### config.mk
export PLATFORM = sky130hd
export DESIGN_NAME = execute_unit
export DESIGN_NICKNAME = d
export VERILOG_FILES = /design/src/design/pipe_pkg.sv /design/src/design/isa_pkg.sv /design/src/design/execute_unit.sv
export VERILOG_INCLUDE_DIRS = /design/src /design/src/design
export SDC_FILE = /design/constraint.sdc
export NUM_CORES = 1
export LEC_CHECK = 0
export BUFFER_PORTS_ARGS = -buffer_cell sky130_fd_sc_hd__buf_2
export CAP_MARGIN = 30
export CORE_MARGIN = 3
export CORE_UTILIZATION = 44
export DETAILED_ROUTE_END_ITERATION = 16
export GPL_TIMING_DRIVEN = 0
export PLACE_DENSITY = 0.74
export SYNTH_ARGS = -nofsm -noshare
export SYNTH_HDL_FRONTEND = slang
export SYNTH_SLANG_ARGS = --single-unit
### constraint.sdc
create_clock -name clk -period 2.8 [get_ports clk]
set_input_delay 0.14 -clock clk [delete_from_list [all_inputs] [get_ports clk]]
set_output_delay 0.14 -clock clk [all_outputs]
set_load 0.02 [all_outputs]
### src/design/cpu_defines.svh
// Core-wide widths and memory depths for the 16-bit pipelined core
`ifndef CPU_DEFINES_SVH
`define CPU_DEFINES_SVH

// Datapath width
`define WORD_W 16

// Architectural register count
`define REG_CNT 16

// Instruction address width, one word per address
`define PC_W 8

// On-chip memory depths
`define IMEM_DEPTH 256
`define DMEM_DEPTH 256

// Data memory address width
`define DADDR_W 8

`endif
### src/design/pipe_pkg.sv
// Pipeline control types: ALU operation select and fetch run state
package pipe_pkg;

	// Encodings 0..6 line up with opcodes ADD..SRA
	typedef enum logic [2:0] {
		ALU_ADD  = 3'd0,
		ALU_SUB  = 3'd1,
		ALU_AND  = 3'd2,
		ALU_NOR  = 3'd3,
		ALU_SLL  = 3'd4,
		ALU_SRL  = 3'd5,
		ALU_SRA  = 3'd6,
		ALU_PASS = 3'd7    // Immediate loads
	} alu_op_t;

	typedef enum logic [1:0] {
		ST_IDLE   = 2'd0,
		ST_RUN    = 2'd1,
		ST_DRAIN  = 2'd2,  // HLT fetched, waiting for it to retire
		ST_HALTED = 2'd3
	} run_state_t;

endpackage

### src/design/isa_pkg.sv
// Instruction-set types shared by the core stages and the testbench
`include "cpu_defines.svh"

package isa_pkg;

	typedef logic [`WORD_W-1:0] word_t;            // Register and memory data
	typedef logic [`WORD_W-1:0] instr_t;           // Raw instruction word
	typedef logic [$clog2(`REG_CNT)-1:0] reg_idx_t;
	typedef logic [`PC_W-1:0] pc_t;                // Instruction memory address
	typedef logic [`DADDR_W-1:0] daddr_t;          // Data memory address

	// Opcode field, bits 15..12
	typedef enum logic [3:0] {
		OP_ADD  = 4'd0,
		OP_SUB  = 4'd1,
		OP_AND  = 4'd2,
		OP_NOR  = 4'd3,
		OP_SLL  = 4'd4,
		OP_SRL  = 4'd5,
		OP_SRA  = 4'd6,
		OP_LW   = 4'd7,
		OP_SW   = 4'd8,
		OP_LHB  = 4'd9,
		OP_LLB  = 4'd10,
		OP_BRZ  = 4'd11,
		OP_BRN  = 4'd12,
		OP_NOPD = 4'd13,   // Spare, no-op
		OP_NOPE = 4'd14,   // Spare, no-op
		OP_HLT  = 4'd15
	} opcode_t;

endpackage

### src/design/execute_unit.sv
// Execute stage: ALU, immediate byte loads, branch resolution and EX/MEM register
`timescale 1ns/1ns
`include "cpu_defines.svh"

module execute_unit (
	input  logic              clk,
	input  logic              rst,
	input  logic              id_valid,
	input  pipe_pkg::alu_op_t id_op,
	input  isa_pkg::word_t    id_a,
	input  isa_pkg::word_t    id_b,
	input  isa_pkg::word_t    id_store,
	input  isa_pkg::word_t    id_imm,
	input  logic              id_we,
	input  isa_pkg::reg_idx_t id_rd,
	input  logic              id_load,
	input  logic              id_store_en,
	input  logic              id_halt,
	input  logic              id_brz,
	input  logic              id_brn,
	input  isa_pkg::pc_t      id_pc,
	output logic              ex_valid,
	output logic              ex_we,
	output isa_pkg::reg_idx_t ex_rd,
	output isa_pkg::word_t    ex_result,
	output isa_pkg::daddr_t   ex_addr,
	output logic              ex_load,
	output logic              ex_store_en,
	output isa_pkg::word_t    ex_store,
	output logic              ex_halt,
	output logic              redirect,
	output isa_pkg::pc_t      redirect_pc
);

	isa_pkg::word_t alu_res;
	logic op_zero;

	always_comb begin
		case (id_op)
			pipe_pkg::ALU_ADD: alu_res = id_a + id_b;
			pipe_pkg::ALU_SUB: alu_res = id_a - id_b;
			pipe_pkg::ALU_AND: alu_res = id_a & id_b;
			pipe_pkg::ALU_NOR: alu_res = ~(id_a | id_b);
			pipe_pkg::ALU_SLL: alu_res = id_a << id_b[3:0];
			pipe_pkg::ALU_SRL: alu_res = id_a >> id_b[3:0];
			pipe_pkg::ALU_SRA: alu_res = isa_pkg::word_t'($signed(id_a) >>> id_b[3:0]);
			default: alu_res = id_imm | (id_store & id_b);  // LLB, or LHB merged with old rd
		endcase
	end

	// Branch operand is the rd value carried on id_store
	assign op_zero     = (id_store == '0);
	assign redirect    = id_valid && ((id_brz && op_zero) || (id_brn && !op_zero));
	assign redirect_pc = id_pc + 1'b1 + id_imm[`PC_W-1:0];

	always_ff @(posedge clk) begin
		if (rst) begin
			ex_valid    <= 1'b0;
			ex_we       <= 1'b0;
			ex_load     <= 1'b0;
			ex_store_en <= 1'b0;
			ex_halt     <= 1'b0;
		end else begin
			ex_valid    <= id_valid;
			ex_we       <= id_we;
			ex_load     <= id_load;
			ex_store_en <= id_store_en;
			ex_halt     <= id_halt;
		end
	end

	always_ff @(posedge clk) begin
		ex_rd     <= id_rd;
		ex_result <= alu_res;
		ex_addr   <= alu_res[`DADDR_W-1:0];  // Address wraps to the memory size
		ex_store  <= id_store;
	end

endmodule

==> results_dict.tcl <==
set metrics [dict create \
    final_nets 867 \
    crit_required_ns 2.97 \
    yosysWarnings 0 \
    power_density_nw_per_um2 404.1 \
    initial_core_util_pct 45.26 \
    clkSlewWorstSetupHoldPaths_ns 0.08 \
    finalCritPeriodShare_pct 95.77 \
    fp-row-count 36 \
    cp_max_fo 8 \
    drv_cap 0 \
    drt-total-wl_um 18840 \
    drive_gt1_share_pct 32.71 \
    crit_end "ex_result[15]" \
    place.gp.congestion 1.027 \
    vias_per_cell 6.031 \
    antennaDiodeCount 0 \
    die_x_um 106.5 \
    synth_top_family_by_area "compound AO/OA/AOI/OAI gates" \
    setup_viol 0 \
    hold_viol_final 0 \
    cts_made_buffers 5 \
    wl_met3_um 1505 \
    max_slew.worst_pin.slew_ns 0.7403 \
    ioPinCount 146 \
    seq_area_frac_synth_pct 18.47 \
    worstSetupStartpoint "id_b[2]" \
    ys_ff_latch 41 \
    arrival_ns 2.85 \
    fin_crit_ns 2.682 \
    met2_length_um 8714 \
    p_sw_uw 969.0 \
    power_mw 2.374 \
    yosysTopAreaCell "dfxtp_1" \
    status "complete, no violations" \
    cpPeakStageDelay_ns 0.37 \
    p_int_mw 1.405 \
    drtIter0Drc 587 \
    die_h_um 106.5 \
    drt_first_pass_iters 5 \
    synthXorXnorAreaFrac_pct 7.095 \
    tns_ns 0 \
    grt_usage_pct 31.75 \
    root_buffer "clkbuf_8" \
    synth-async-reset-ratio_pct 0 \
    synthDistinctLibCells 66 \
    design_area_um2 5874 \
    highest_layer "met5" \
    synth_flop_cell "dfxtp_1" \
    mostFrequentLayoutCells "150 x buf_2, 53 x nand2_1, 53 x nor2_1" \
    htreeDepth 2 \
    drv_slew 0 \
    grt_first_pass_wirelength_um 28300 \
    worstPathCellList "buf_2 -> or2_0 -> buf_2 -> nor3_4 -> nand2_1 -> o21ai_1 -> xor2_1 -> ha_2 -> and3_1 -> a31oi_1 -> nand2_1 -> a221oi_2 -> xnor2_1 -> o22ai_1" \
    clk_path_buf_depth 2 \
    min_path_type "in2reg" \
    switching_share_pct 40.82 \
    hpwl_um 14480 \
    power_frac_comb_pct 52.0 \
    max-slew-margin-rel_pct 50.31 \
    synth-edff-count 0 \
    grt-ovfl-total 0 \
    grt_max_degree 17 \
    synth_simple_gate_area_share_pct 20.02 \
    fmax_mhz 372.9 \
    dieArea_um2 11340 \
    syn-num-nets 696 \
    ant_nets 0 \
    pwr-share-seq_pct 27.9 \
    ys_top_cells_by_area "dfxtp_1 18%, ha_1 7.3%, mux2i_1 5.6%, nor2_1 4.6%, nand2_1 4.6%" \
    synth_compound_area_share_pct 26.69 \
    synth_cells 580 \
    synth.cell_area_um2 4444 \
    cts_tree "built" \
    syn_area_per_cell_um2 7.663 \
    cp-start-kind "input pin" \
    drc_errors 0 \
    synth_top_area_share_pct 18.47 \
    clock_power_share_pct 20.1 \
    antenna_found_initial 1 \
    final_util_pct 59.82 \
    endpoint_kind "flip-flop" \
    design.core.area_um2 9819 \
    synth-adder-area-share_pct 8.221 \
    wire_per_inst_um 21.29 \
    grt_pass1_vias 5126 \
    area_growth_syn_to_layout_pct 32.18 \
    num-fill-cells 929 \
    cts.sinks 41 \
    placed_cell_area_um2 5308 \
    ir_drop_v 0.0002272 \
    final_common_cell "buf_2" \
    synth_mux_area_share_pct 11.37 \
    critPathKind "in2reg" \
    portBuffers 139 \
    p_leak_nw 2.609 \
    num_vias 5337 \
    wl_met1_um 7823 \
    critPathSlowestCell "a221oi_2" \
]
==> critical path: cells and delay by family <==
kind | cells | cell delay, ns
buf+inv | 2 | 0.36
xor+xnor | 2 | 0.35
compound gates | 4 | 0.81
fa+ha+maj | 1 | 0.35
simple gates | 5 | 0.85
==> worst min path at each step <==
stage | from | endpoint | cells past startpoint
detailed placement | id_rd[3] | ex_rd[3] | 1
global placement | id_rd[3] | ex_rd[3] | 1
floorplan | id_rd[0] | ex_rd[0] | 0
CTS | id_store[3] | ex_store[3] | 1
global route | id_store[2] | ex_store[2] | 1
finish | id_store[2] | ex_store[2] | 1
==> power by group through the flow <==
| stage | combinational, mW | clock (mW) | sequential, mW |
|---|---|---|---|
| 3_3_place_gp | 1.10 | 0 | 0.674 |
| 2_1_floorplan | 0.647 | 0 | 0.747 |
| 6_report | 1.23 | 0.478 | 0.663 |
| 5_1_grt | 1.31 | 0.509 | 0.668 |
| 4_1_cts | 1.15 | 0.482 | 0.662 |
| 3_5_place_dp | 1.10 | 0 | 0.676 |
==> logic make-up after synthesis <==
kind of cell | Yosys count
fa+ha+maj | 28
simple gates | 185
mux | 41
buf+inv | 68
compound gates | 181
xor+xnor | 36
flops | 41
==> through the flow <==
stage	instances	hold slack, ns	setup WS (ns)
after floorplan	580	0.1677	0.04923
after global placement	852	0.2436	-0.6535
after detailed placement	852	0.2436	-0.6636
after CTS	876	0.01070	-0.01113
after global routing	885	0.006686	-0.006414
final	885	0.01405	0.1183
==> cells in the mapped netlist (4+ instances only) <==
cell / instances
or3_1: 4
nand3b_1: 5
nand2_1: 54
a21o_1: 4
mux2_2: 10
nor4_1: 6
nor2b_1: 11
ha_1: 26
nand3_1: 13
buf_2: 11
buf_4: 10
o21a_1: 5
xor2_1: 13
nand4_1: 5
nand2b_1: 7
o22ai_1: 5
mux2i_1: 25
inv_1: 17
nor2_1: 55
a31oi_1: 19
xnor2_1: 23
and3_1: 7
a21oi_1: 39
clkbuf_1: 22
dfxtp_1: 41
a211oi_1: 25
o21ai_1: 9
mux4_2: 4
o21ai_0: 39
o211ai_1: 4
nor3_1: 5
==> state kept, by name, summed over array words and instances, names as in the netlist <==
| name | flops |
|---|---|
| ex_store | 16 |
| ex_we | 1 |
| ex_addr | 7 |
| ex_result | 9 |
| ex_rd | 4 |
| ex_valid | 1 |
| ex_store_en | 1 |
| ex_load | 1 |
| ex_halt | 1 |
==> layer usage <==
metal / track usage (%) / vias up
met5: 0 / -
li1: - / 2466
met1: 41.51 / 2504
met4: 12.69 / 2
met3: 4.007 / 63
met2: 53.03 / 302
==> timing repair <==
action | CTS | global route
buffers inserted | 1 | 10
gates resized for setup | 13 | 48
pin swaps | 1 | 9
setup endpoints to repair | 11 | 11
hold buffers | 18 | 0
hold endpoints to repair | 18 | 0
==> final cells by class <==
type	instances	area [µm²]	area share [%]
Clock buffer	5	68.82	1.171
Buffer	46	312.8	5.325
Tap cell	133	166.4	2.833
Sequential cell	41	820.8	13.97
Timing Repair Buffer	168	960.9	16.36
Clock inverter	3	46.29	0.7881
Inverter	18	80.08	1.363
Multi-Input combinational cell	471	3418	58.19
Power figures use the tool's default switching activity.
