**config.mk**
```make
export PLATFORM = sky130hd
export DESIGN_NAME = decode_unit
export DESIGN_NICKNAME = d
export VERILOG_FILES = /design/src/design/pipe_pkg.sv /design/src/design/isa_pkg.sv /design/src/design/decode_unit.sv
export VERILOG_INCLUDE_DIRS = /design/src /design/src/design
export SDC_FILE = /design/constraint.sdc
export NUM_CORES = 1
export LEC_CHECK = 0
export BUFFER_PORTS_ARGS = -buffer_cell sky130_fd_sc_hd__buf_4
export CORE_MARGIN = 1
export CORE_UTILIZATION = 60
export DETAILED_ROUTE_END_ITERATION = 10
export PLACE_DENSITY = 0.77
export SLEW_MARGIN = 15
export SYNTH_ARGS = -nofsm -noshare
export SYNTH_HDL_FRONTEND = slang
export SYNTH_SLANG_ARGS = --single-unit
```
**constraint.sdc**
```tcl
create_clock -name clk -period 3.31 [get_ports clk]
set_input_delay 0.662 -clock clk [delete_from_list [all_inputs] [get_ports clk]]
set_output_delay 0.662 -clock clk [all_outputs]
set_load 0.01 [all_outputs]
```
**src/design/cpu_defines.svh**
```systemverilog
// Core-wide widths and memory depths for the 16-bit pipelined core
`ifndef CPU_DEFINES_SVH
`define CPU_DEFINES_SVH

// Datapath width
`define WORD_W 16

// Architectural register count
`define REG_CNT 16

// Instruction address width, one word per address
`define PC_W 8

// On-chip memory depths
`define IMEM_DEPTH 256
`define DMEM_DEPTH 256

// Data memory address width
`define DADDR_W 8

`endif
```
**src/design/pipe_pkg.sv**
```systemverilog
// Pipeline control types: ALU operation select and fetch run state
package pipe_pkg;

	// Encodings 0..6 line up with opcodes ADD..SRA
	typedef enum logic [2:0] {
		ALU_ADD  = 3'd0,
		ALU_SUB  = 3'd1,
		ALU_AND  = 3'd2,
		ALU_NOR  = 3'd3,
		ALU_SLL  = 3'd4,
		ALU_SRL  = 3'd5,
		ALU_SRA  = 3'd6,
		ALU_PASS = 3'd7    // Immediate loads
	} alu_op_t;

	typedef enum logic [1:0] {
		ST_IDLE   = 2'd0,
		ST_RUN    = 2'd1,
		ST_DRAIN  = 2'd2,  // HLT fetched, waiting for it to retire
		ST_HALTED = 2'd3
	} run_state_t;

endpackage

```
**src/design/isa_pkg.sv**
```systemverilog
// Instruction-set types shared by the core stages and the testbench
`include "cpu_defines.svh"

package isa_pkg;

	typedef logic [`WORD_W-1:0] word_t;            // Register and memory data
	typedef logic [`WORD_W-1:0] instr_t;           // Raw instruction word
	typedef logic [$clog2(`REG_CNT)-1:0] reg_idx_t;
	typedef logic [`PC_W-1:0] pc_t;                // Instruction memory address
	typedef logic [`DADDR_W-1:0] daddr_t;          // Data memory address

	// Opcode field, bits 15..12
	typedef enum logic [3:0] {
		OP_ADD  = 4'd0,
		OP_SUB  = 4'd1,
		OP_AND  = 4'd2,
		OP_NOR  = 4'd3,
		OP_SLL  = 4'd4,
		OP_SRL  = 4'd5,
		OP_SRA  = 4'd6,
		OP_LW   = 4'd7,
		OP_SW   = 4'd8,
		OP_LHB  = 4'd9,
		OP_LLB  = 4'd10,
		OP_BRZ  = 4'd11,
		OP_BRN  = 4'd12,
		OP_NOPD = 4'd13,   // Spare, no-op
		OP_NOPE = 4'd14,   // Spare, no-op
		OP_HLT  = 4'd15
	} opcode_t;

endpackage

```
**src/design/decode_unit.sv**
```systemverilog
// Decode stage: control decode, register file, load-use stalls and ID/EX register
`timescale 1ns/1ns
`include "cpu_defines.svh"

module decode_unit (
	input  logic              clk,
	input  logic              rst,
	input  logic              if_valid,
	input  isa_pkg::instr_t   if_instr,
	input  isa_pkg::pc_t      if_pc,
	input  logic              redirect,
	input  logic              ex_valid,
	input  logic              ex_we,
	input  isa_pkg::reg_idx_t ex_rd,
	input  logic              wb_valid,
	input  isa_pkg::reg_idx_t wb_reg,
	input  isa_pkg::word_t    wb_data,
	output logic              id_valid,
	output pipe_pkg::alu_op_t id_op,
	output isa_pkg::word_t    id_a,
	output isa_pkg::word_t    id_b,
	output isa_pkg::word_t    id_store,
	output isa_pkg::word_t    id_imm,
	output logic              id_we,
	output isa_pkg::reg_idx_t id_rd,
	output logic              id_load,
	output logic              id_store_en,
	output logic              id_halt,
	output logic              id_brz,
	output logic              id_brn,
	output isa_pkg::pc_t      id_pc,
	output logic              stall
);

	isa_pkg::word_t rf [`REG_CNT];
	isa_pkg::opcode_t opc;
	isa_pkg::reg_idx_t rd;
	isa_pkg::reg_idx_t rs;
	isa_pkg::reg_idx_t rt;
	isa_pkg::reg_idx_t rb;
	isa_pkg::word_t rdata_a;
	isa_pkg::word_t rdata_b;
	isa_pkg::word_t b_val;
	isa_pkg::word_t imm_val;
	isa_pkg::word_t sext4;
	isa_pkg::word_t sext8;
	pipe_pkg::alu_op_t op;
	logic we;
	logic load;
	logic store_en;
	logic halt;
	logic brz;
	logic brn;
	logic use_a;
	logic use_b;
	logic advance;

	assign opc   = isa_pkg::opcode_t'(if_instr[15:12]);
	assign rd    = if_instr[11:8];
	assign rs    = if_instr[7:4];
	assign rt    = if_instr[3:0];
	assign rb    = (if_instr[15:14] == 2'b00) ? rt : rd;  // Reg-reg ops read rt, others rd
	assign sext4 = {{(`WORD_W-4){if_instr[3]}}, if_instr[3:0]};
	assign sext8 = {{(`WORD_W-8){if_instr[7]}}, if_instr[7:0]};

	// r0 reads zero, writeback bypasses the array
	function automatic isa_pkg::word_t rf_read(isa_pkg::reg_idx_t idx);
		isa_pkg::word_t val;
		if (idx == '0) begin
			val = '0;
		end else if (wb_valid && wb_reg == idx) begin
			val = wb_data;
		end else begin
			val = rf[idx];
		end
		return val;
	endfunction

	// Destination still in flight in ID/EX or EX/MEM
	function automatic logic pending(isa_pkg::reg_idx_t idx);
		return (id_valid && id_we && id_rd == idx) || (ex_valid && ex_we && ex_rd == idx);
	endfunction

	always_comb begin
		rdata_a = rf_read(rs);
		rdata_b = rf_read(rb);
	end

	always_comb begin
		op       = pipe_pkg::ALU_PASS;
		we       = 1'b0;
		load     = 1'b0;
		store_en = 1'b0;
		halt     = 1'b0;
		brz      = 1'b0;
		brn      = 1'b0;
		use_a    = 1'b0;
		use_b    = 1'b0;
		b_val    = '0;
		imm_val  = '0;
		case (opc)
			isa_pkg::OP_ADD, isa_pkg::OP_SUB, isa_pkg::OP_AND, isa_pkg::OP_NOR: begin
				op    = pipe_pkg::alu_op_t'(if_instr[14:12]);
				we    = 1'b1;
				use_a = 1'b1;
				use_b = 1'b1;
				b_val = rdata_b;
			end
			isa_pkg::OP_SLL, isa_pkg::OP_SRL, isa_pkg::OP_SRA: begin
				op    = pipe_pkg::alu_op_t'(if_instr[14:12]);
				we    = 1'b1;
				use_a = 1'b1;
				b_val = isa_pkg::word_t'(if_instr[3:0]);  // Shift amount
			end
			isa_pkg::OP_LW: begin
				op    = pipe_pkg::ALU_ADD;
				we    = 1'b1;
				load  = 1'b1;
				use_a = 1'b1;
				b_val = sext4;
			end
			isa_pkg::OP_SW: begin
				op       = pipe_pkg::ALU_ADD;
				store_en = 1'b1;
				use_a    = 1'b1;
				use_b    = 1'b1;   // Store data comes from rd
				b_val    = sext4;
			end
			isa_pkg::OP_LHB: begin
				we      = 1'b1;
				use_b   = 1'b1;
				b_val   = isa_pkg::word_t'(8'hFF);           // Keep low byte of rd
				imm_val = {if_instr[7:0], {(`WORD_W-8){1'b0}}};
			end
			isa_pkg::OP_LLB: begin
				we      = 1'b1;
				imm_val = sext8;
			end
			isa_pkg::OP_BRZ: begin
				brz     = 1'b1;
				use_b   = 1'b1;
				imm_val = sext8;
			end
			isa_pkg::OP_BRN: begin
				brn     = 1'b1;
				use_b   = 1'b1;
				imm_val = sext8;
			end
			isa_pkg::OP_HLT: halt = 1'b1;
			default: op = pipe_pkg::ALU_PASS;
		endcase
	end

	always_comb begin
		stall = if_valid && ((use_a && rs != '0 && pending(rs)) ||
			(use_b && rb != '0 && pending(rb)));
	end

	assign advance = if_valid && !stall && !redirect;

	always_ff @(posedge clk) begin
		if (rst) begin
			for (int i = 0; i < `REG_CNT; i++) begin
				rf[i] <= '0;
			end
		end else if (wb_valid) begin
			rf[wb_reg] <= wb_data;
		end
	end

	always_ff @(posedge clk) begin
		if (rst) begin
			id_valid    <= 1'b0;
			id_we       <= 1'b0;
			id_load     <= 1'b0;
			id_store_en <= 1'b0;
			id_halt     <= 1'b0;
			id_brz      <= 1'b0;
			id_brn      <= 1'b0;
		end else begin
			id_valid    <= advance;   // Bubble on stall or flush
			id_we       <= advance && we;
			id_load     <= advance && load;
			id_store_en <= advance && store_en;
			id_halt     <= advance && halt;
			id_brz      <= advance && brz;
			id_brn      <= advance && brn;
		end
	end

	always_ff @(posedge clk) begin
		id_op    <= op;
		id_a     <= rdata_a;
		id_b     <= b_val;
		id_store <= rdata_b;
		id_imm   <= imm_val;
		id_rd    <= rd;
		id_pc    <= if_pc;
	end

endmodule

```
==> flow_summary_export.csv <==
group,metric,value,unit
sta,min_period,3.14,ns
drt,vias,11700,
sta,slew_violations,0,
synth,ys_async_sr_fraction,0,%
place,pre_cts_ws,-0.00158,ns
place,dp.cells,1759,
synth,synth_fp_nets,1346,
cts,post_cts_buffers,0,
finish,antenna_cells,0,
critical_path,path_class,"in -> out",
finish,finalNetCount,1476,
floorplanning,die_h,170,um
synth,ys.warnings.count,0,
critical_path,critPathMaxFanout,11,
synth,synth_top_area_share,45.4,%
critical_path,worst_setup_path_start_kind,"input pin",
place,gp_congestion,0.910,
synth,synth_top_area_cell,"edfxtp_1",
floorplanning,start_util,60.9,%
critical_path,endpoint_kind,"primary output",
global_routing,antenna_found_initial,2,
sta,tightest_slew,0.771,ns
sta,hold_violations,0,
cts,htreeDepth,2,
cts,cts_made_buffers,38,
synth,synthTopCellsByArea,"edfxtp_1, mux4_2, dfxtp_1",
drt,drt_iter0_markers,1524,
critical_path,worst_ep_arrival_time,2.47,ns
run_status,outcome,"complete, no violations",
drt,totalWireLength,46.5,mm
synth,ys_types,52,
synth,synth_flop_cell,"edfxtp_1",
drt,first_pass_iters,6,
power,power_density,543,nW/um^2
sta,slew_headroom,48.5,%
sta,fin_ws,0.173,ns
sta,finalCritPeriodShare,94.8,%
place,port_buffers,141,
synth,synth-edff-count,256,
synth,avgSynthCellArea,13.1,sq um
global_routing,grt_pass1_wl,68.3,mm
job,maxCapViolations,0,
floorplanning,std_cell_rows,61,
cts,clk_path_buf_depth,3,
synth,synth-seq-cells,342,
min_path,hold_class,"in -> reg",
floorplanning,die_area,28900,sq um
synth,yosysSeqAreaShare,55.6,%
finish,fin_area,19900,sq um
floorplanning,num_io_pins,142,
finish,fin_cells,1828,
sta,fmax,0.319,GHz
synth,synthTopCellsByCount,"and2_1, edfxtp_1, mux2i_1",
drt,wl_per_cell,25.4,um
finish,syn2layout_area_growth,17.7,%
drt,vias_per_cell,6.42,
global_routing,grt_max_degree,42,
power,power_leakage,7.84,nW
critical_path,critPathRequiredTime,2.65,ns
global_routing,grt_overflow,0,
power,vdd_drop_max,0.350,mV
sta,skew,0.0115,ns
global_routing,grt_util_all_layers,32.5,%
floorplanning,placeableCoreArea,27800,sq um
cts,clk_pin_slew,0.05,ns
sta,setup_viol,0,
synth,syn_area,16900,sq um
cts,cts_hold_buf,0,
drt,drc,0,
cts,cts_tree,"yes",
place,place_area,18600,sq um
synth,yosysMostFrequentCell,"and2_1",
floorplanning,die-width,170,um
synth,syn_inst,1291,
place,hpwl,31.2,mm
global_routing,grt_pass1_vias,11000,
cts,clock_sinks,342,
drt,drtAntennaViolNets,0,
finish,drive_gt1_share,25.5,%
cts,cts-root-buf,"clkbuf_16",
finish,utilization,71.7,%
cts,clock_latency,0.53,ns
finish,fill_cells,1865,
power,fin_total_pwr,10.8,mW
cells in the final DEF, fill, tap and decap left out, drive strengths merged, types with 15 or more instances in the layout:
cell    instances
or2            17
a221o          15
nor2           58
mux4           80
edfxtp        256
or4            17
and2          266
o22ai          61
clkbuf         61
nand2          38
dfxtp          86
mux2i         155
buf           204
flip-flops by register name, indices dropped and copies added (netlist names), 3 cells and up:
register,cells
id_b,16
id_store,16
rf,256
id_pc,8
id_rd,4
id_imm,16
id_a,16
id_op,3
power by group:
part	switching (mW)	total, mW	internal [mW]
registers	0.146	5.06	4.91
logic	0.818	1.52	0.701
clock network	1.68	4.23	2.55
what timing repair did:
| action | in CTS | in global routing |
|---|---|---|
| endpoints found under the hold margin | 0 | 0 |
| setup endpoints to repair | 0 | 1 |
| resized for setup | 0 | 3 |
through the flow:
stage	TNS, ns	hold slack [ns]
floorplan	0	0.690
detailed placement	-0.00158	0.767
global route	-0.0302	0.229
CTS	0	0.230
global placement	0	0.766
finish	0	0.241
kinds of logic after synthesis:
logic type,share of synthesized area [%]
multiplexers,20.2
XOR/XNOR,1.09
AO/OA/AOI/OAI,4.81
flip-flops,55.6
buffers and inverters,3.06
AND/OR/NAND/NOR,15.3
final cells by class:
class	count	area, sq um	share of cell area (%)
Clock inverter	8	38.8	0.195
Multi-Input combinational cell	826	7020	35.3
Inverter	9	33.8	0.170
Clock buffer	61	1230	6.16
Tap cell	378	473	2.38
Timing Repair Buffer	204	1710	8.57
Sequential cell	342	9410	47.3
critical path: stages:
cell and delay (ns):
buf_4 0.15, or3b_2 0.51, and2_1 0.18, a211o_1 0.32, a2111oi_2 0.33, a211oi_2 0.08, nor2b_1 0.12, buf_4 0.13
worst paths after layout:
check	cells after the start	to	slack [ns]	start
max	8	stall	0.17	if_instr[15]
min	1	id_pc[6]	0.24	if_pc[6]
max reg2reg	4	id_a[12]	1.45	rf[0][12]
min reg2reg	4	id_b[7]	0.87	rf[10][7]
per-layer routing:
| metal | vias up | wire length, um | GRT usage, % |
|---|---|---|---|
| met5 | - | 15 | 0 |
| met1 | 5822 | 18200 | 44.9 |
| li1 | 5039 | - | - |
| met4 | 2 | 1280 | 11.0 |
| met3 | 98 | 5380 | 7.47 |
| met2 | 776 | 21600 | 50.9 |
(Power assumes the default switching activity.)
